--- src/verilog/backend_pkg.sv ---
package backend_pkg;

	localparam int xlen = 32;
	localparam int reg_addr_w = 5;
	localparam int imm_w = 13;
	localparam int off_w = 18;

	typedef enum logic [3:0] {
		op_add  = 4'h0,
		op_sub  = 4'h1,
		op_and  = 4'h2,
		op_or   = 4'h3,
		op_xor  = 4'h4,
		op_sll  = 4'h5,
		op_srl  = 4'h6,
		op_slt  = 4'h7,
		op_addi = 4'h8,
		op_lw   = 4'h9,
		op_sw   = 4'ha
	} opcode_t;

	typedef struct packed {
		opcode_t                opcode;
		logic [reg_addr_w-1:0]  rd;
		logic [reg_addr_w-1:0]  rs1;
		logic [reg_addr_w-1:0]  rs2;
		logic [imm_w-1:0]       imm;
	} alu_fmt_t;

	// rd_rs2 is the load target or the store data register
	typedef struct packed {
		opcode_t                  opcode;
		logic [reg_addr_w-1:0]    rd_rs2;
		logic [reg_addr_w-1:0]    rs1;
		logic signed [off_w-1:0]  offset;
	} mem_fmt_t;

	typedef union packed {
		alu_fmt_t alu;
		mem_fmt_t mem;
	} instr_t;

	function automatic logic is_mem_op(opcode_t op);
		return (op == op_lw) || (op == op_sw);
	endfunction

endpackage

--- src/verilog/writeback_arb.sv ---
module writeback_arb #(
	parameter int num_warps = 4,
	localparam int warp_w = (num_warps > 1) ? $clog2(num_warps) : 1
) (
	input  logic                                clk,
	input  logic                                rst_n,
	input  logic                                exr_valid,
	output logic                                exr_ready,
	input  logic [warp_w-1:0]                   exr_warp,
	input  logic [backend_pkg::xlen-1:0]        exr_pc,
	input  logic [backend_pkg::reg_addr_w-1:0]  exr_rd,
	input  logic [backend_pkg::xlen-1:0]        exr_data,
	input  logic                                lsr_valid,
	output logic                                lsr_ready,
	input  logic [warp_w-1:0]                   lsr_warp,
	input  logic [backend_pkg::xlen-1:0]        lsr_pc,
	input  logic [backend_pkg::reg_addr_w-1:0]  lsr_rd,
	input  logic [backend_pkg::xlen-1:0]        lsr_data,
	output logic                                wb_valid,
	output logic [warp_w-1:0]                   wb_warp,
	output logic [backend_pkg::xlen-1:0]        wb_pc,
	output logic [backend_pkg::reg_addr_w-1:0]  wb_rd,
	output logic [backend_pkg::xlen-1:0]        wb_data
);
	logic ex_grant;

	// Load results have priority
	assign lsr_ready = 1'b1;
	assign exr_ready = !lsr_valid;
	assign ex_grant = exr_valid && !lsr_valid;

	// Results for register 0 are consumed but never written back
	always_ff @(posedge clk or negedge rst_n) begin
		if (!rst_n)
			wb_valid <= 1'b0;
		else
			wb_valid <= (lsr_valid && lsr_rd != '0) || (ex_grant && exr_rd != '0);
	end

	always_ff @(posedge clk) begin
		if (lsr_valid) begin
			wb_warp <= lsr_warp;
			wb_pc <= lsr_pc;
			wb_rd <= lsr_rd;
			wb_data <= lsr_data;
		end else if (ex_grant) begin
			wb_warp <= exr_warp;
			wb_pc <= exr_pc;
			wb_rd <= exr_rd;
			wb_data <= exr_data;
		end
	end

endmodule
--- config.mk ---
export PLATFORM = sky130hd
export DESIGN_NAME = writeback_arb
export DESIGN_NICKNAME = d
export VERILOG_FILES = /design/src/verilog/backend_pkg.sv /design/src/verilog/writeback_arb.sv
export SDC_FILE = /design/constraint.sdc
export NUM_CORES = 1
export LEC_CHECK = 0
export BUFFER_PORTS_ARGS = -buffer_cell sky130_fd_sc_hd__buf_2
export CAP_MARGIN = 20
export CORE_MARGIN = 3
export CORE_UTILIZATION = 41
export DETAILED_ROUTE_END_ITERATION = 7
export GPL_TIMING_DRIVEN = 0
export PLACE_DENSITY = 0.78
export SLEW_MARGIN = 20
export SYNTH_ARGS = -nofsm -noshare
export SYNTH_HDL_FRONTEND = slang
export SYNTH_SLANG_ARGS = --single-unit
--- constraint.sdc ---
create_clock -name clk -period 0.8 [get_ports clk]
set_input_delay 0.12 -clock clk [delete_from_list [all_inputs] [get_ports clk]]
set_output_delay 0.12 -clock clk [all_outputs]
set_load 0.05 [all_outputs]
# After elaboration in Yosys (flattened, before gate mapping)
# Cells that the tools add are included.
totals:
  ff_bits: 72
  latch_bits: 0
  mem_bits_rw: 0
  mem_bits_ro: 0
  in_bits: 146
  memories: 0
classes:
  addsub: 0
  n_mul: 0
  div_mod_pow: 0
  n_lt_le_gt_ge: 0
  eq_ne: 0
  shifts: 0
  muxes: 8
  n_bitwise: 0
  n_reduce_logical: 8
op_table:
  columns: ["op", "count"]
  rows:
  - ["two-way mux 32 bit", 4]
  - ["two-way mux 5 bit", 2]
  - ["nonzero test 5 bit", 2]
  - ["two-way mux 2 bit", 2]
  - ["logical AND 1 bit", 3]
  - ["nonzero test 2 bit", 1]
  - ["logical NOT 1 bit", 1]
  - ["logical OR 1 bit", 1]

# Logic depth before layout (Yosys ltp)
# Gate-level depths: netlist of the first run.
depth:
  word_depth: 4
  mapped_depth: 4

# Least setup slack after synthesis of the first run
# No wires, ideal clock.
synth_timing:
  path_type: "input-to-reg"
  from: "input lsr_valid"
  to: "register wb_data[0] (netlist bit) (enable)"
  setup_ns: 0.398
  arrival_time_ns: 1.381
  required_ns: 0.402
  path_slack_ns: -0.979
  stages: 3
  n_path_buf: 2
  path_cell_list: "buf_4 buf_4 or2_2"
synth_via:
  elab_chain_len: 3
synth_lines:
  columns: ["item", "line_no", "source"]
  rows:
  - ["start, declared", "writeback_arb.sv:13", "input logic lsr_valid,"]
  - ["logical NOT 1 bit", "writeback_arb.sv:30", "assign ex_grant = exr_valid && !lsr_valid;"]
  - ["logical AND 1 bit", "writeback_arb.sv:30", null]
  - ["nonzero test 2 bit (no source line) (*)", null, null]
  - ["end signal, assigned", "writeback_arb.sv:45", "wb_data <= lsr_data;"]
  - ["end signal, assigned", "writeback_arb.sv:50", "wb_data <= exr_data;"]
  - ["end, declared", "writeback_arb.sv:23", "output logic [backend_pkg::xlen-1:0] wb_data"]
# Mark *: on every way between the ends. The rest lies on a longest branch, timed or not.
# A chain may end at the register's enable or synchronous reset.

# Final worst setup path of the first run
layout_timing:
  from: "register wb_pc[21] (netlist bit)"
  to: "output wb_pc[21] (netlist bit)"
layout_lines:
  columns: ["item", "line_no", "source"]
  rows:
  - ["start, declared", "writeback_arb.sv:21", "output logic [backend_pkg::xlen-1:0] wb_pc,"]
  - ["start signal, assigned", "writeback_arb.sv:43", "wb_pc <= lsr_pc;"]
  - ["start signal, assigned", "writeback_arb.sv:48", "wb_pc <= exr_pc;"]
# No word-level cell between the ends.

==> flow_summary.toml, run 1 <==
[place]
dp.cells = 473
dp_hpwl_um = 5790
io_buffers = 217
place_ws_ns = -0.773
place_congestion = 0.730
place_area_mm2 = 0.00433

[clock_tree]
cts-htree-levels = 3
clk_pin_slew_ns = 0.08
cts_tree = "built"
cts_root_buffer = "clkbuf_8"
cts_buffers = 9
clkSinkCount = 72
cts_buffer_depth = 2

[sta]
drv_slew = 0
finalHoldViolCount = 0
setup_ws_ns = -0.229
timing.final.crit_share = 1.29
max_freq_mhz = 972
min_period_ns = 1.03
rsz0062_at_grt = "true"
setup_viol = 72

[grt]
grt_pass1_wl_um = 12100
grt_antenna_before_repair = 1
grt_pass1_vias = 2463
grt_max_degree = 19
grt_overflow = 0
grt_usage = 0.186

[synth]
ys_top_cells_by_area = "edfxtp_1 (69%), mux2_2 (22%), mux2_1 (3.6%), buf_6 (1.5%), dfrtp_1 (0.81%)"
yosys.area_share.adder = 0
synth-seq-area-share = 0.699
avgSynthCellArea_um2 = 19.3
yosysTopAreaCell = "edfxtp_1"
syn_inst = 160
synth_compound_area_frac = 0.00608
synth_xor_area_frac = 0
muxShareOfSynthArea = 0.259
synth_top_family_by_area = "multiplexers"
ys_ff_latch = 72
syn_area_mm2 = 0.00309
yosysWarningCount = 0
yosys.area.top_type_share = 0.691
synthSimpleGateAreaFrac = 0.00811
synth_cell_types = 14
syn-num-nets = 306

[floorplanning]
core_mm2 = 0.00706
ios = 220
initial_core_util = 0.437
die_h_um = 92.8
rows = 30
die_x_um = 92.8
die-area_mm2 = 0.00860

[setup_path]
crit_chain = "buf_6"
required_ns = 0.68
slowest_delay_ns = 0.40
startpoint_type = "register"
critPathKind = "register to output port"
endpoint_kind = "output port"
cp_slowest_cell = "edfxtp_1"
startpoint = "wb_pc[21]"
critical-path-top-delay-family = "flip-flops"
critPathBufInv = 1
crit_arrival_ns = 0.91
endpoint = "wb_pc[21]"
cp_num_cells = 1
crit_fanout = 1

[route]
wl_um = 8250
num_vias = 2322
avgRoutedWirePerCell_um = 16.7
firstDrtPassIters = 4
drc_errors = 0
vias_per_cell = 4.71
drt_iter0_drc = 51
drtAntennaViolNets = 0

[finish]
fin_cells = 493
fin_nets = 538
syn2layout_area_growth_pct = 63.5
multi_input_area_um2 = 876
fillers = 477
layout-drive-gt1-share = 0.776
diodes = 0
regArea_mm2 = 0.00216
layout_commonest_cell = "buf_2"
design_area_mm2 = 0.00505
mostFrequentLayoutCells = "buf_2 (144), buf_6 (76), edfxtp_1 (71)"

[power]
power.total_mw = 11.2
ir_worst_vdd_v = 0.00165
power_density_mw_per_mm2 = 2230
leakage_nw = 2.22

[flow_run]
max_cap_violations = 0

[worst_hold_path]
hold_path_class = "input pin to register"

[status]
outcome = "complete, but fails checks"
failed_checks = "setup timing"
[flip-flops by register name, summed over array words and instances, names as in the netlist]
name and flops:
wb_data 32, wb_pc 32, wb_rd 5, wb_valid 1, wb_warp 2
[cell type report]
| class | instances | area share |
|---|---|---|
| multi-input cells | 81 | 0.174 |
| well taps | 96 | 0.0238 |
| clock buffers | 11 | 0.0280 |
| plain buffers | 9 | 0.0233 |
| repair buffers | 218 | 0.307 |
| inverters | 1 | 0.000744 |
| clock inverters | 5 | 0.0161 |
| flip-flops and latches | 72 | 0.427 |
[synth_stat cells]
cell and count:
buf_2 2, buf_4 3, buf_6 4, conb_1 1
dfrtp_1 1, edfxtp_1 71, inv_1 1, mux2_1 10
mux2_2 61, o21ai_1 2, o21ai_2 1, or2_2 1
or4_1 1, or4_4 1
[repair_timing]
item | in CTS | in global routing
gates cloned | 3 | 0
hold buffers | 1 | 0
gates resized for setup | 148 | 0
endpoints found under the hold margin | 1 | 0
setup endpoints to repair | 144 | 72
buffers inserted | 0 | 0
pin swaps | 1 | 0
[metal layers]
metal  part of all wire  track usage  vias to the layer above
met2               0.56        0.359                      134
met4              0.012       0.0611                        2
li1                   -            -                     1093
met1               0.33        0.182                     1083
met5             0.0016            0                        -
met3               0.10       0.0682                       10
[stage by stage]
stage / TNS, ns / util / hold WS [ns]
after global placement: -63.09 / 0.614 / -0.105
final: -14.43 / 0.715 / 0.0484
after global routing: -17.64 / 0.715 / 0.0320
after detailed placement: -64.92 / 0.614 / -0.104
after CTS: -15.79 / 0.715 / 0.0328
after floorplan: -42.76 / - / -0.176
[cell families (layout without fill, tap and decap cells)]
kind of cell | after synthesis | after routing
compound gates | 3 | 3
buf+inv | 10 | 244
flops | 72 | 72
mux | 71 | 71
other cells | 1 | 1
simple gates | 3 | 6
[how the worst min path moves through the flow]
stage          endpoint  slack (ns)  cells past startpoint  startpoint
2_1_floorplan  wb_valid       -0.18                      0       rst_n
3_5_place_dp   wb_valid       -0.10                      1       rst_n
4_1_cts        wb_valid        0.03                      3   lsr_rd[4]
3_3_place_gp   wb_valid       -0.11                      1       rst_n
6_report       wb_valid        0.05                      3   lsr_rd[4]
5_1_grt        wb_valid        0.03                      3   lsr_rd[4]
[power by group]
group	leakage (nW)	internal [mW]	switching, mW
clock	0.110	1.84	1.29
sequential	0.734	4.63	0.186
combinational	1.38	1.31	1.98
(Power assumes the default switching activity.)
==> inputs of run 2 (changes only) <==
--- a/config.mk
+++ b/config.mk
@@ -7,11 +7,11 @@
 export LEC_CHECK = 0
 export BUFFER_PORTS_ARGS = -buffer_cell sky130_fd_sc_hd__buf_2
 export CAP_MARGIN = 20
-export CORE_MARGIN = 3
-export CORE_UTILIZATION = 41
+export CORE_UTILIZATION = 34
 export DETAILED_ROUTE_END_ITERATION = 7
 export GPL_TIMING_DRIVEN = 0
-export PLACE_DENSITY = 0.78
+export PLACE_DENSITY = 0.67
+export REMOVE_ABC_BUFFERS = 1
 export SLEW_MARGIN = 20
 export SYNTH_ARGS = -nofsm -noshare
 export SYNTH_HDL_FRONTEND = slang
==> run 2 against run 1 <==
Critical path type unchanged. The run still ends with setup timing left. Worst setup slack worse by 0.015 ns. Clock-buffer cell count rose by 4. Sequential share of layout area down 1.6 points.
==> flow_summary.toml, run 2 (synthesis results as in run 1) <==
[finish]
fillers = 712
fin_nets = 546
diodes = 0
layout-drive-gt1-share = 0.773
syn2layout_area_growth_pct = 69.9
layout_commonest_cell = "buf_2"
reg_top3 = "wb_data: 32 flops, wb_pc: 32 flops, wb_rd: 5 flops"
fin_cells = 513
mostFrequentLayoutCells = "buf_2 (145), buf_6 (72), edfxtp_1 (71)"

[floorplanning]
ios = 220
core_mm2 = 0.00876
initial_core_util = 0.352
rows = 34
die-area_mm2 = 0.00946
die_h_um = 97.3
die_x_um = 97.3

[clock_tree]
cts-htree-levels = 3
clk_pin_slew_ns = 0.07
cts_root_buffer = "clkbuf_8"
cts_buffer_depth = 2
cts_tree = "built"
cts_buffers = 9
clkSinkCount = 72

[setup_path]
endpoint_kind = "output port"
crit_arrival_ns = 0.92
cp_num_cells = 1
critPathBufInv = 1
crit_chain = "buf_6"
critical-path-top-delay-family = "flip-flops"
startpoint = "wb_pc[22]"
required_ns = 0.68
endpoint = "wb_pc[22]"
cp_slowest_cell = "edfxtp_1"
startpoint_type = "register"
crit_fanout = 1
critPathKind = "register to output port"
slowest_delay_ns = 0.42

[sta]
finalHoldViolCount = 0
drv_slew = 0
min_period_ns = 1.04
timing.final.crit_share = 1.30
max_freq_mhz = 958
setup_viol = 72
setup_ws_ns = -0.244
rsz0062_at_grt = "true"

[grt]
grt_pass1_vias = 2573
grt_max_degree = 22
grt_pass1_wl_um = 12700
met1_usage = 0.173
grt_use_met2 = 0.335
busiest_layer = "met2"
grt_usage = 0.178
grt_overflow = 0
grt_antenna_before_repair = 0
use_met3 = 0.0748

[place]
dp.cells = 479
io_buffers = 218
dp_hpwl_um = 5200
place_congestion = 0.750

[route]
wl_um = 8300
drtAntennaViolNets = 0
num_vias = 2356
drt_iter0_drc = 42
drc_errors = 0
vias_per_cell = 4.59
firstDrtPassIters = 4
avgRoutedWirePerCell_um = 16.2

[power]
intPower_mw = 7.36
power_density_mw_per_mm2 = 2060
p_comb_frac = 0.318
share_seq_of_total_power = 0.448
power.total_mw = 10.8
swShare = 0.317
leakage_nw = 2.33
switching_power_mw = 3.42
clkPwrFrac = 0.235
ir_worst_vdd_v = 0.00101

[worst_hold_path]
hold_depth = 3
hold_path_class = "input pin to register"
hold_start = "lsr_rd[4]"

[status]
outcome = "complete, but fails checks"
failed_checks = "setup timing"

[flow_run]
max_cap_violations = 0
-- run 2: cell count changes in the layout (fill, tap and decap cells not counted) --
cell and delta:
bufinv_16 -2, bufbuf_16 +1, clkbuf_8 +1, buf_6 -4, clkinvlp_4 -1, buf_2 +1
buf_16 +5, or2_4 -2, clkbuf_1 +3, clkinv_4 -1, buf_12 +3, buf_8 -3
clkbuf_16 +3, buf_4 +4
-- run 2: metrics by stage --
stage	util	cell area, um^2	setup WS (ns)	hold slack [ns]	TNS, ns
detailed placement	0.488	4280	-1.13	-0.102	-108.11
CTS	0.585	5130	-0.256	0.0228	-16.56
global placement	0.483	4230	-2.32	-0.105	-247.87
finish	0.598	5240	-0.244	0.0369	-14.68
global route	0.598	5240	-0.283	0.0341	-18.39
floorplan	-	3010	-0.628	-0.176	-44.70
-- run 2: power by group through the flow --
stage | registers (mW) | clock network (mW) | logic (mW)
floorplan | 6.29 | 0 | 0.365
detailed placement | 4.80 | 0 | 2.74
global placement | 4.79 | 0 | 2.70
CTS | 4.83 | 2.61 | 3.39
finish | 4.82 | 2.53 | 3.42
global route | 4.86 | 2.79 | 3.55
-- run 2: area by class of cell --
cell class                      count  area, um^2  area share
Clock buffer                       15         166      0.0317
Clock inverter                      1        5.00    0.000955
Inverter                            1        3.75    0.000716
Multi-Input combinational cell     79         858       0.164
Sequential cell                    72        2160       0.411
Tap cell                          108         135      0.0258
Timing Repair Buffer              237        1920       0.366
-- run 2: how the worst min path moves through the flow --
stage,slack (ns),to
after floorplan,-0.18,wb_valid
after global placement,-0.10,wb_valid
after detailed placement,-0.10,wb_valid
after CTS,0.02,wb_valid
after global routing,0.03,wb_valid
final,0.04,wb_valid
-- run 2: what timing repair did --
item                                   in CTS  in global routing
setup endpoints to repair                 186                121
buffers inserted                            2                  7
pin swaps                                   1                  1
gates resized for setup                   157                  0
hold buffers                                1                  0
endpoints found under the hold margin       1                  0
gates cloned                                6                  3
-- run 2: metal layers --
metal	routed length [um]	vias to the layer above	share of wire
met5	0	-	0
met4	140	0	0.017
met3	695	14	0.084
met2	4550	128	0.55
met1	2920	1105	0.35
li1	-	1109	-
