$ cat src/verilog/backend_pkg.sv
package backend_pkg;

	localparam int xlen = 32;
	localparam int reg_addr_w = 5;
	localparam int imm_w = 13;
	localparam int off_w = 18;

	typedef enum logic [3:0] {
		op_add  = 4'h0,
		op_sub  = 4'h1,
		op_and  = 4'h2,
		op_or   = 4'h3,
		op_xor  = 4'h4,
		op_sll  = 4'h5,
		op_srl  = 4'h6,
		op_slt  = 4'h7,
		op_addi = 4'h8,
		op_lw   = 4'h9,
		op_sw   = 4'ha
	} opcode_t;

	typedef struct packed {
		opcode_t                opcode;
		logic [reg_addr_w-1:0]  rd;
		logic [reg_addr_w-1:0]  rs1;
		logic [reg_addr_w-1:0]  rs2;
		logic [imm_w-1:0]       imm;
	} alu_fmt_t;

	// rd_rs2 is the load target or the store data register
	typedef struct packed {
		opcode_t                  opcode;
		logic [reg_addr_w-1:0]    rd_rs2;
		logic [reg_addr_w-1:0]    rs1;
		logic signed [off_w-1:0]  offset;
	} mem_fmt_t;

	typedef union packed {
		alu_fmt_t alu;
		mem_fmt_t mem;
	} instr_t;

	function automatic logic is_mem_op(opcode_t op);
		return (op == op_lw) || (op == op_sw);
	endfunction

endpackage

$ cat src/verilog/lsu.sv
module lsu #(
	parameter int num_warps = 4,
	localparam int warp_w = (num_warps > 1) ? $clog2(num_warps) : 1
) (
	input  logic                                  clk,
	input  logic                                  rst_n,
	input  logic                                  ls_valid,
	output logic                                  ls_ready,
	input  logic [warp_w-1:0]                     ls_warp,
	input  logic [backend_pkg::xlen-1:0]          ls_pc,
	input  logic                                  ls_store,
	input  logic [backend_pkg::reg_addr_w-1:0]    ls_rd,
	input  logic [backend_pkg::xlen-1:0]          ls_addr_base,
	input  logic signed [backend_pkg::off_w-1:0]  ls_offset,
	input  logic [backend_pkg::xlen-1:0]          ls_wdata,
	output logic                                  dc_req_valid,
	input  logic                                  dc_req_ready,
	output logic                                  dc_req_we,
	output logic [backend_pkg::xlen-1:0]          dc_req_addr,
	output logic [backend_pkg::xlen-1:0]          dc_req_wdata,
	input  logic                                  dc_rsp_valid,
	output logic                                  dc_rsp_ready,
	input  logic [backend_pkg::xlen-1:0]          dc_rsp_data,
	output logic                                  lsr_valid,
	input  logic                                  lsr_ready,
	output logic [warp_w-1:0]                     lsr_warp,
	output logic [backend_pkg::xlen-1:0]          lsr_pc,
	output logic [backend_pkg::reg_addr_w-1:0]    lsr_rd,
	output logic [backend_pkg::xlen-1:0]          lsr_data
);
	import backend_pkg::*;

	logic ls_fire;
	logic rsp_fire;
	logic push;

	// Tags of loads in flight with the oldest at q_head
	logic [warp_w-1:0] q_warp [2];
	logic [xlen-1:0] q_pc [2];
	logic [reg_addr_w-1:0] q_rd [2];
	logic q_head;
	logic q_tail;
	logic [1:0] q_count;

	assign ls_ready = (!dc_req_valid || dc_req_ready) && (q_count != 2'd2);
	assign ls_fire = ls_valid && ls_ready;
	assign push = ls_fire && !ls_store;
	assign dc_rsp_ready = !lsr_valid || lsr_ready;
	assign rsp_fire = dc_rsp_valid && dc_rsp_ready;

	always_ff @(posedge clk or negedge rst_n) begin
		if (!rst_n) begin
			dc_req_valid <= 1'b0;
		end else if (ls_fire) begin
			dc_req_valid <= 1'b1;
		end else if (dc_req_ready) begin
			dc_req_valid <= 1'b0;
		end
	end

	// Word address with the offset sign extended
	always_ff @(posedge clk) begin
		if (ls_fire) begin
			dc_req_we <= ls_store;
			dc_req_addr <= ls_addr_base + {{(xlen-off_w){ls_offset[off_w-1]}}, ls_offset};
			dc_req_wdata <= ls_wdata;
		end
	end

	always_ff @(posedge clk or negedge rst_n) begin
		if (!rst_n) begin
			q_head <= 1'b0;
			q_tail <= 1'b0;
			q_count <= 2'd0;
		end else begin
			if (push)
				q_tail <= !q_tail;
			if (rsp_fire)
				q_head <= !q_head;
			q_count <= q_count + 2'(push) - 2'(rsp_fire);
		end
	end

	always_ff @(posedge clk) begin
		if (push) begin
			q_warp[q_tail] <= ls_warp;
			q_pc[q_tail] <= ls_pc;
			q_rd[q_tail] <= ls_rd;
		end
	end

	always_ff @(posedge clk or negedge rst_n) begin
		if (!rst_n) begin
			lsr_valid <= 1'b0;
		end else if (rsp_fire) begin
			lsr_valid <= 1'b1;
		end else if (lsr_ready) begin
			lsr_valid <= 1'b0;
		end
	end

	always_ff @(posedge clk) begin
		if (rsp_fire) begin
			lsr_warp <= q_warp[q_head];
			lsr_pc <= q_pc[q_head];
			lsr_rd <= q_rd[q_head];
			lsr_data <= dc_rsp_data;
		end
	end

endmodule

$ cat config.mk
export PLATFORM = sky130hd
export DESIGN_NAME = lsu
export DESIGN_NICKNAME = d
export VERILOG_FILES = /design/src/verilog/backend_pkg.sv /design/src/verilog/lsu.sv
export SDC_FILE = /design/constraint.sdc
export NUM_CORES = 1
export LEC_CHECK = 0
export BUFFER_PORTS_ARGS = -buffer_cell sky130_fd_sc_hd__buf_2
export CAP_MARGIN = 5
export CORE_MARGIN = 8
export CORE_UTILIZATION = 56
export CTS_BUF_LIST = sky130_fd_sc_hd__clkbuf_2 sky130_fd_sc_hd__clkbuf_4 sky130_fd_sc_hd__clkbuf_8
export CTS_CLUSTER_DIAMETER = 200
export DETAILED_ROUTE_END_ITERATION = 10
export GPL_ROUTABILITY_DRIVEN = 0
export PLACE_DENSITY = 0.87
export SETUP_SLACK_MARGIN = 0.3
export SKIP_LAST_GASP = 1
export SYNTH_ARGS = -nofsm -noshare
export SYNTH_HDL_FRONTEND = slang
export SYNTH_SLANG_ARGS = --single-unit
export TNS_END_PERCENT = 1
$ cat constraint.sdc
create_clock -name clk -period 8.5 [get_ports clk]
set_input_delay 0.425 -clock clk [delete_from_list [all_inputs] [get_ports clk]]
set_output_delay 0.425 -clock clk [all_outputs]
set_load 0.01 [all_outputs]
Yosys cells after proc, flatten, opt, wreduce, memory -nomap -nowiden

Memory sizes are Yosys's and may differ from the RTL's. A register that Yosys moved wholly into a read port is not among the register bits.
Index checks and enable logic that the tools add are counted.

Divide/modulo/power cells: 0
Equality and inequality tests: 1
Multipliers: 0
Bitwise logic cells: 0
Reduce and logical (&&, ||, !) cells: 13
Magnitude comparators: 0
Shift operators: 0
Muxes and demuxes: 6
$add $sub $neg: 3

Operator list:

| operator                              | number |
|---|---|
| adder 32 bit                          | 1 |
| two-way mux 1 bit                     | 6 |
| zero test 1 bit                       | 5 |
| logical AND 1 bit                     | 4 |
| nonzero test 2 bit                    | 2 |
| adder 2 x 1 -> 2 bit                  | 1 |
| logical OR 1 bit                      | 2 |
| != test 2 bit (second input constant) | 1 |
| subtractor 2 x 1 -> 2 bit             | 1 |

Bits of input ports: 160
Memories: 3
Flip-flop bits (word level): 103
Output and inout port bits: 140
Bits in read-only memories: 0
Latch bits: 0
Logic and storage cells: 35
Bits in writable memories: 78

Memory list:

| name   | words | bits a word | rd ports | clocked after memory_dff | wr ports | line      | RTL |
|---|---|---|---|---|---|---|---|
| q_pc   | 2     | 32          | 1        | 1                        | 1        | lsu.sv:39 | `logic [xlen-1:0] q_pc [2];` |
| q_rd   | 2     | 5           | 1        | 1                        | 1        | lsu.sv:40 | `logic [reg_addr_w-1:0] q_rd [2];` |
| q_warp | 2     | 2           | 1        | 1                        | 1        | lsu.sv:38 | `logic [warp_w-1:0] q_warp [2];` |

Depth between registers and ports, before layout

Gate-level depths: netlist of the first run.

Depth after elaboration: 7
Gate-level depth with buffers: 9
Gate-level depth less buffers: 9

Worst setup path after synthesis of the first run

OpenSTA, ideal clock, no wires.

Path kind: flip-flop to flip-flop
Start: register dc_req_valid
End: memory q_pc[0][0], enable pin
Data required time: 8.016 ns
Path slack: 4.396 ns
Setup time: 0.484 ns
Buffers on the path: 0
Data arrival time: 3.620 ns
Stages on the path, launching flop included: 5
Clock period less this slack: 4.104 ns
Path through: dfrtp_1 > nor2b_1 > a21oi_1 > nand2_1 > nor3_1

Cells in the longest elaborated chain, start to end: 7

RTL lines:

| element                                 | line      | RTL |
|---|---|---|
| from (decl)                             | lsu.sv:16 | `output logic dc_req_valid,` |
| from (signal assigned)                  | lsu.sv:53 | `dc_req_valid <= 1'b0;` |
| from (signal assigned)                  | lsu.sv:55 | `dc_req_valid <= 1'b1;` |
| from (signal assigned)                  | lsu.sv:57 | `dc_req_valid <= 1'b0;` |
| zero test 1 bit                         | lsu.sv:45 | `assign ls_ready = (!dc_req_valid \|\| dc_req_ready) && (q_count != 2'd2);` |
| logical OR 1 bit                        | lsu.sv:45 |  |
| logical AND 1 bit                       | lsu.sv:45 |  |
| via ls_ready                            | lsu.sv:8  | `output logic ls_ready,` |
| logical AND 1 bit                       | lsu.sv:46 | `assign ls_fire = ls_valid && ls_ready;` |
| logical AND 1 bit                       | lsu.sv:47 | `assign push = ls_fire && !ls_store;` |
| two-way mux 1 bit                       | lsu.sv:85 | `if (push) begin` |
| two-way mux 1 bit (not written as such) | lsu.sv:87 | `q_pc[q_tail] <= ls_pc;` |
| to (decl)                               | lsu.sv:39 |  |

The timed path passes the listed nets, and every way through them passes these cells.

Worst setup path after layout of the first run

Start: input ls_addr_base[0] (netlist bit)
End: register dc_req_addr[24] (netlist bit), data pin

Cells in the longest elaborated chain, start to end: 1

RTL lines:

| element              | line      | RTL |
|---|---|---|
| from (decl)          | lsu.sv:13 | `input logic [backend_pkg::xlen-1:0] ls_addr_base,` |
| adder 32 bit         | lsu.sv:65 | `dc_req_addr <= ls_addr_base + {{(xlen-off_w){ls_offset[off_w-1]}}, ls_offset};` |
| to (signal assigned) | lsu.sv:65 |  |
| to (decl)            | lsu.sv:19 | `output logic [backend_pkg::xlen-1:0] dc_req_addr,` |

No other way between the ends.
A chain may end at the register's enable or synchronous reset.

==> results of run 1 <==
## sequential cells by signal (all words and copies together), names as in the netlist
register,count
dc_req_we,1
lsr_valid,1
lsr_pc,32
q_pc,64
q_rd,10
q_tail,1
lsr_data,32
q_count,2
q_head,1
lsr_warp,2
dc_req_addr,32
dc_req_wdata,32
dc_req_valid,1
lsr_rd,5
q_warp,4
## kinds of logic (layout without fill, tap and decap cells)
logic type | count (synthesis) | in the layout
flops | 220 | 220
compound gates | 91 | 91
simple gates | 75 | 75
mux | 39 | 39
fa+ha+maj | 34 | 34
xor+xnor | 34 | 34
buf+inv | 26 | 378
other cells | 0 | 1
## routing by layer
layer	global-route usage, %	wire length [um]	vias to the layer above
met5	0	40	-
met3	7.25	2130	41
li1	-	-	2702
met4	6.10	391	8
met2	35.7	10900	286
met1	23.4	7850	2683
## cell type report
class,instances,area share [%]
flip-flops and latches,220,58.1
multi-input cells,273,19.6
repair buffers,302,13.4
clock buffers,48,5.28
well taps,216,2.39
clock inverters,17,0.730
inverters,11,0.365
diodes,1,0.0221
## report_power, final
| part | internal (W) | switching (W) | total, W |
|---|---|---|---|
| registers | 0.00141 | 0.0000843 | 0.00149 |
| logic | 0.000245 | 0.000302 | 0.000547 |
| clock network | 0.000461 | 0.000384 | 0.000845 |
| total | 0.00211 | 0.000770 | 0.00288 |
## stage by stage
stage	area (um^2)	hold WS (ns)	worst slack, ns
5_1_grt	11300	0.0609	5.86
3_3_place_gp	10600	0.263	5.59
3_5_place_dp	10600	0.263	5.50
2_1_floorplan	8950	0.129	4.40
6_report	11300	0.107	6.02
4_1_cts	11300	0.0726	6.03
## cell usage in the layout (no fill, tap or decap), types with 3 or more instances in the layout
cell	synthesis	final
clkinv_1	0	6
dfrtp_1	6	5
a31oi_1	4	4
nor3_1	4	3
a311oi_1	3	3
and3_1	3	3
o21a_1	3	3
o21ai_0	10	10
nand2_1	20	20
clkbuf_8	0	38
nor2b_1	3	3
a21oi_1	26	26
clkbuf_4	0	10
xor2_1	13	13
o21bai_1	3	3
nand2b_1	3	3
nand3_1	6	6
nor2_1	22	22
mux2_2	39	39
xnor2_1	21	21
a21o_1	11	11
buf_2	0	299
clkinv_2	0	9
nand4_1	5	5
inv_1	11	10
ha_1	33	33
edfxtp_1	214	214
## final timing paths
path                                    to  slack, ns  depth (start not counted)
setup / recovery           dc_req_addr[24]       6.02                         10
max in group asynchronous           q_head       8.02                          2
hold reg to reg                 q_count[1]       0.49                          1
setup reg to reg                q_rd[1][3]       6.09                          5
min in group asynchronous     dc_req_valid       0.30                          2
hold / removal                lsr_data[21]       0.11                          1
## worst reg2reg max path: stages (launching register included)
cell and delay (ns):
dfrtp_1 0.37, nor2b_1 0.15, a21oi_1 0.19, nand2_1 0.18, nor2_1 0.25, and2_2 0.84
## timing repair
item / in CTS / in global routing
resized for setup: 0 / 0
hold buffers: 1 / 0
hold endpoints to repair: 6 / 0
==> metrics.yaml, run 1 <==
fin_cells: 1088
drv_slew: 0
synth_edf_count: 214
first_global_vias: 6008
cp-start-kind: "input port"
power.density_nw_per_um2: 255
synth_area_leaders: "edfxtp_1 72%, mux2_2 4.9%, ha_1 4.6%"
drv_cap: 0
area_delta_synth_final_pct: 26.5
setup_viol: 0
overflow: 0
seq_area_frac_synth_pct: 73.5
status: "completed"
synth_nets: 713
netlist_instances: 519
root_buffer: "clkbuf_8"
cts_buffer_depth: 3
tightestPinTransition_ns: 0.990
ant_nets: 0
numPortBuffers: 299
num_vias: 5720
multi_input_area_um2: 2220
min_from: "dc_rsp_data[21]"
synth_area_um2: 8950
r2r_start: "dc_req_valid"
yosys_warnings: 0
drive_gt1_share_pct: 48.0
grt_max_degree: 74
worstSkewPairLatency_ns: 0.50
post-place-cells: 1021
yosys.area_share.simple_pct: 4.11
worst-path-max-fanout: 4
fillers: 1065
crit_chain: "buf_2 > ha_1 > fa_1 > a21o_2 > a221oi_4 > o211ai_4 > a31oi_1 > o21ai_1 > a21oi_1 > xnor2_1"
post-dp-hpwl_um: 16000
postCtsSetupRepairBufs: 0
cts_max_level: 2
hold_viol_final: 0
peakVddDrop_mv: 0.136
seq_area_um2: 6580
synth_common_cells: "214 x edfxtp_1, 39 x mux2_2, 33 x ha_1"
max_freq_mhz: 404
postLayoutCoreUtil_pct: 71.8
boundaryPins: 300
fin_crit_sh_pct: 29.1
rsz0062_at_grt: "no"
cts.sinks: 220
yosysTopAreaCellShare_pct: 71.8
worst_ep_required_time_ns: 8.73
start_util_pct: 56.7
cpPeakStageDelay_ns: 0.40
ys_ff_latch: 220
fin_nets: 1039
ys_types: 61
end_kind: "flip-flop"
path_clk_slew_ns: 0.06
setup.worst_path.start: "ls_addr_base[0]"
synth.largest_area_cell: "edfxtp_1"
drc: 0
synth_flop_cell: "edfxtp_1"
period_needed_ns: 2.48
avgViaCountPerCell: 5.26
synth_xor_area_share_pct: 3.33
crit_buf_inv: 1
crit_slowest_cell: "fa_1"
finalPower_w: 0.00288
async_flop_share_pct: 2.73
yosysMostFrequentCell: "edfxtp_1"
cts_buffers: 37
cts_tree: "built"
post_synth.cell_area_avg_um2: 17.2
synth_mux_area_share_pct: 4.91
wirelength_um: 21300
path_class: "in2reg"
routedWlPerCell_um: 19.6
hold_path.class: "in2reg"
drtIter0Drc: 281
arrival_ns: 2.71
track_usage_pct: 20.5
synth_top_family_by_area: "compound AO/OA/AOI/OAI gates"
die_area_um2: 20300
leakagePower_nw: 4.61
fin_tns_setup_ns: 0
die_width_um: 142
max-slew-margin-rel_pct: 34.0
die_h_um: 142
synth-compound-area-share_pct: 7.57
crit_family: "compound AO/OA/AOI/OAI gates"
dr.pass1.iters: 4
synth_fa_ha_area_share_pct: 4.84
antenna_found_initial: 5
grt_pass1_wl_um: 32000
finalClockSkew_ns: 0.0191
rows: 46
core_area_um2: 15800
Note: power is estimated with default switching activity, not from simulation.
==> run 2: changes to the inputs <==
--- a/config.mk
+++ b/config.mk
@@ -8,12 +8,12 @@
 export BUFFER_PORTS_ARGS = -buffer_cell sky130_fd_sc_hd__buf_2
 export CAP_MARGIN = 5
 export CORE_MARGIN = 8
-export CORE_UTILIZATION = 56
+export CORE_UTILIZATION = 47
 export CTS_BUF_LIST = sky130_fd_sc_hd__clkbuf_2 sky130_fd_sc_hd__clkbuf_4 sky130_fd_sc_hd__clkbuf_8
 export CTS_CLUSTER_DIAMETER = 200
 export DETAILED_ROUTE_END_ITERATION = 10
 export GPL_ROUTABILITY_DRIVEN = 0
-export PLACE_DENSITY = 0.87
+export PLACE_DENSITY = 0.78
 export SETUP_SLACK_MARGIN = 0.3
 export SKIP_LAST_GASP = 1
 export SYNTH_ARGS = -nofsm -noshare
==> constraint.sdc (replaced) <==
create_clock -name clk -period 2.2 [get_ports clk]
set_input_delay 0.11 -clock clk [delete_from_list [all_inputs] [get_ports clk]]
set_output_delay 0.11 -clock clk [all_outputs]
set_load 0.01 [all_outputs]
==> run 2 against run 1 <==
  * Die area up 17%
  * Global-route usage down 0.76 points
  * Combinational power rose to 5.0 times the previous value
  * First-iteration DRC count up 21%
  * Power rose to 4.1 times the previous value
  * Clock skew up 0.0045 ns
  * Clock power rose to 4.1 times the previous value
  * Hold slack worse by 0.063 ns
  * Register-to-register slack worse by 5.7 ns
  * Count of clock-buffer cells in the layout up 2
  * Cell count up 18%
  * Critical endpoint is now dc_req_addr[21]
  * Largest cell class unchanged
  * Largest power group unchanged
==> metrics.yaml, run 2 (synthesized netlist as in run 1, its figures left out) <==
start_util_pct: 47.8
fin_cells: 1280
track_usage_pct: 19.8
num_vias: 6446
antenna_found_initial: 2
p_switching_w: 0.00315
rsz0062_at_grt: "yes"
status: "completed"
cpPeakStageDelay_ns: 0.39
power.density_nw_per_um2: 901
cts.sinks: 220
clkPwrFrac_pct: 29.2
peakVddDrop_mv: 0.490
combPwrFrac_pct: 23.0
avgViaCountPerCell: 5.04
post-place-cells: 1106
cts_max_level: 2
max-slew-margin-rel_pct: 71.6
crit_slowest_cell: "o41a_1"
ant_nets: 0
leakagePower_nw: 5.43
cp-start-kind: "input port"
first_global_vias: 7088
worst-path-max-fanout: 3
layout_common_cells: "299 x buf_2, 214 x edfxtp_1, 111 x dlygate4sd3_1, 65 x buf_4"
area_delta_synth_final_pct: 46.4
largest_reg_flops: 64
boundaryPins: 300
fillers: 1185
drv_cap: 0
power_frac_seq_pct: 47.8
insertedDiodeCount: 0
hold_viol_final: 0
routedWlPerCell_um: 18.8
drc: 0
die_width_um: 154
worst_ep_required_time_ns: 2.46
p_int_w: 0.00865
post-dp-hpwl_um: 16300
crit_family: "compound AO/OA/AOI/OAI gates"
hold_path.class: "in2reg"
cts_buffer_depth: 3
drtIter0Drc: 340
end_kind: "flip-flop"
arrival_ns: 2.19
layout_commonest_cell: "buf_2"
cts_buffers: 37
die_area_um2: 23700
max_freq_mhz: 518
period_needed_ns: 1.93
fin_nets: 1217
setup_viol: 0
drv_slew: 0
root_buffer: "clkbuf_8"
grt_max_degree: 66
path_class: "in2reg"
fin_tns_setup_ns: 0
grt_pass1_wl_um: 37200
switching_share_pct: 26.7
top_register: "q_pc"
overflow: 0
worstSkewPairLatency_ns: 0.50
crit_buf_inv: 2
ff2ff_setup_slack_ns: 0.37
finalClockSkew_ns: 0.0236
drive_gt1_share_pct: 46.7
whs_ns: 0.0431
cts_tree: "built"
tightestPinTransition_ns: 0.421
path_clk_slew_ns: 0.06
crit_chain: "buf_2 > ha_1 > a21o_1 > a31o_2 > buf_4 > o21bai_1 > a21oi_1 > and3_1 > o41a_1 > xor2_1"
rows: 50
dr.pass1.iters: 4
die_h_um: 154
wirelength_um: 24100
core_area_um2: 18700
numPortBuffers: 299
fin_crit_sh_pct: 87.7
-- run 2: area by class of cell --
type                       instances  area, um^2  share of cell area [%]
sequential                       220        6580                    50.2
timing repair buffer             480        3200                    24.4
multi-input combinational        273        2290                    17.5
clock buffer                      50         619                    4.73
tap                              234         293                    2.24
clock inverter                    12        77.6                   0.592
inverter                          11        45.0                   0.344
-- run 2: final timing paths --
kind	start	to	cells after the start
min	ls_addr_base[1]	dc_req_addr[1]	2
min reg2reg	q_rd[0][4]	lsr_rd[4]	1
min in group asynchronous	rst_n	q_count[0]	3
max reg2reg	dc_req_valid	q_pc[1][1]	6
max in group asynchronous	rst_n	q_head	3
max	ls_addr_base[4]	dc_req_addr[21]	10
-- run 2: through the flow --
stage / util [%] / setup slack (ns) / power, W / cell area [um^2]
floorplan: - / -0.0311 / 0.00712 / 9020
global placement: 60.3 / -0.275 / 0.00820 / 11300
detailed placement: 60.3 / -0.289 / 0.00826 / 11300
CTS: 70.0 / 0.278 / 0.0119 / 13100
global route: 70.0 / 0.244 / 0.0123 / 13100
finish: 70.0 / 0.271 / 0.0118 / 13100
-- run 2: power by group through the flow --
stage | Combinational (W) | Clock (W) | Sequential [W]
after global routing | 0.00293 | 0.00371 | 0.00570
after global placement | 0.00250 | 0 | 0.00570
after detailed placement | 0.00254 | 0 | 0.00572
after CTS | 0.00272 | 0.00353 | 0.00564
after floorplan | 0.00123 | 0 | 0.00589
final | 0.00271 | 0.00344 | 0.00565
-- run 2: layer usage --
metal | share of wire [%] | global-route usage, % | wire [um] | vias up
met5 | 0.087 | 0 | 21 | -
met1 | 38 | 21.7 | 9210 | 3081
li1 | - | - | - | 3034
met3 | 7.5 | 6.14 | 1800 | 41
met2 | 52 | 36.1 | 12600 | 286
met4 | 1.9 | 5.74 | 466 | 4
-- run 2: what timing repair did --
action | in CTS | in global routing
pin swaps | 0 | 1
setup buffers | 0 | 1
hold endpoints to repair | 153 | 0
gates resized for setup | 1 | 1
hold buffers | 111 | 0
endpoints found under the setup margin | 4 | 47
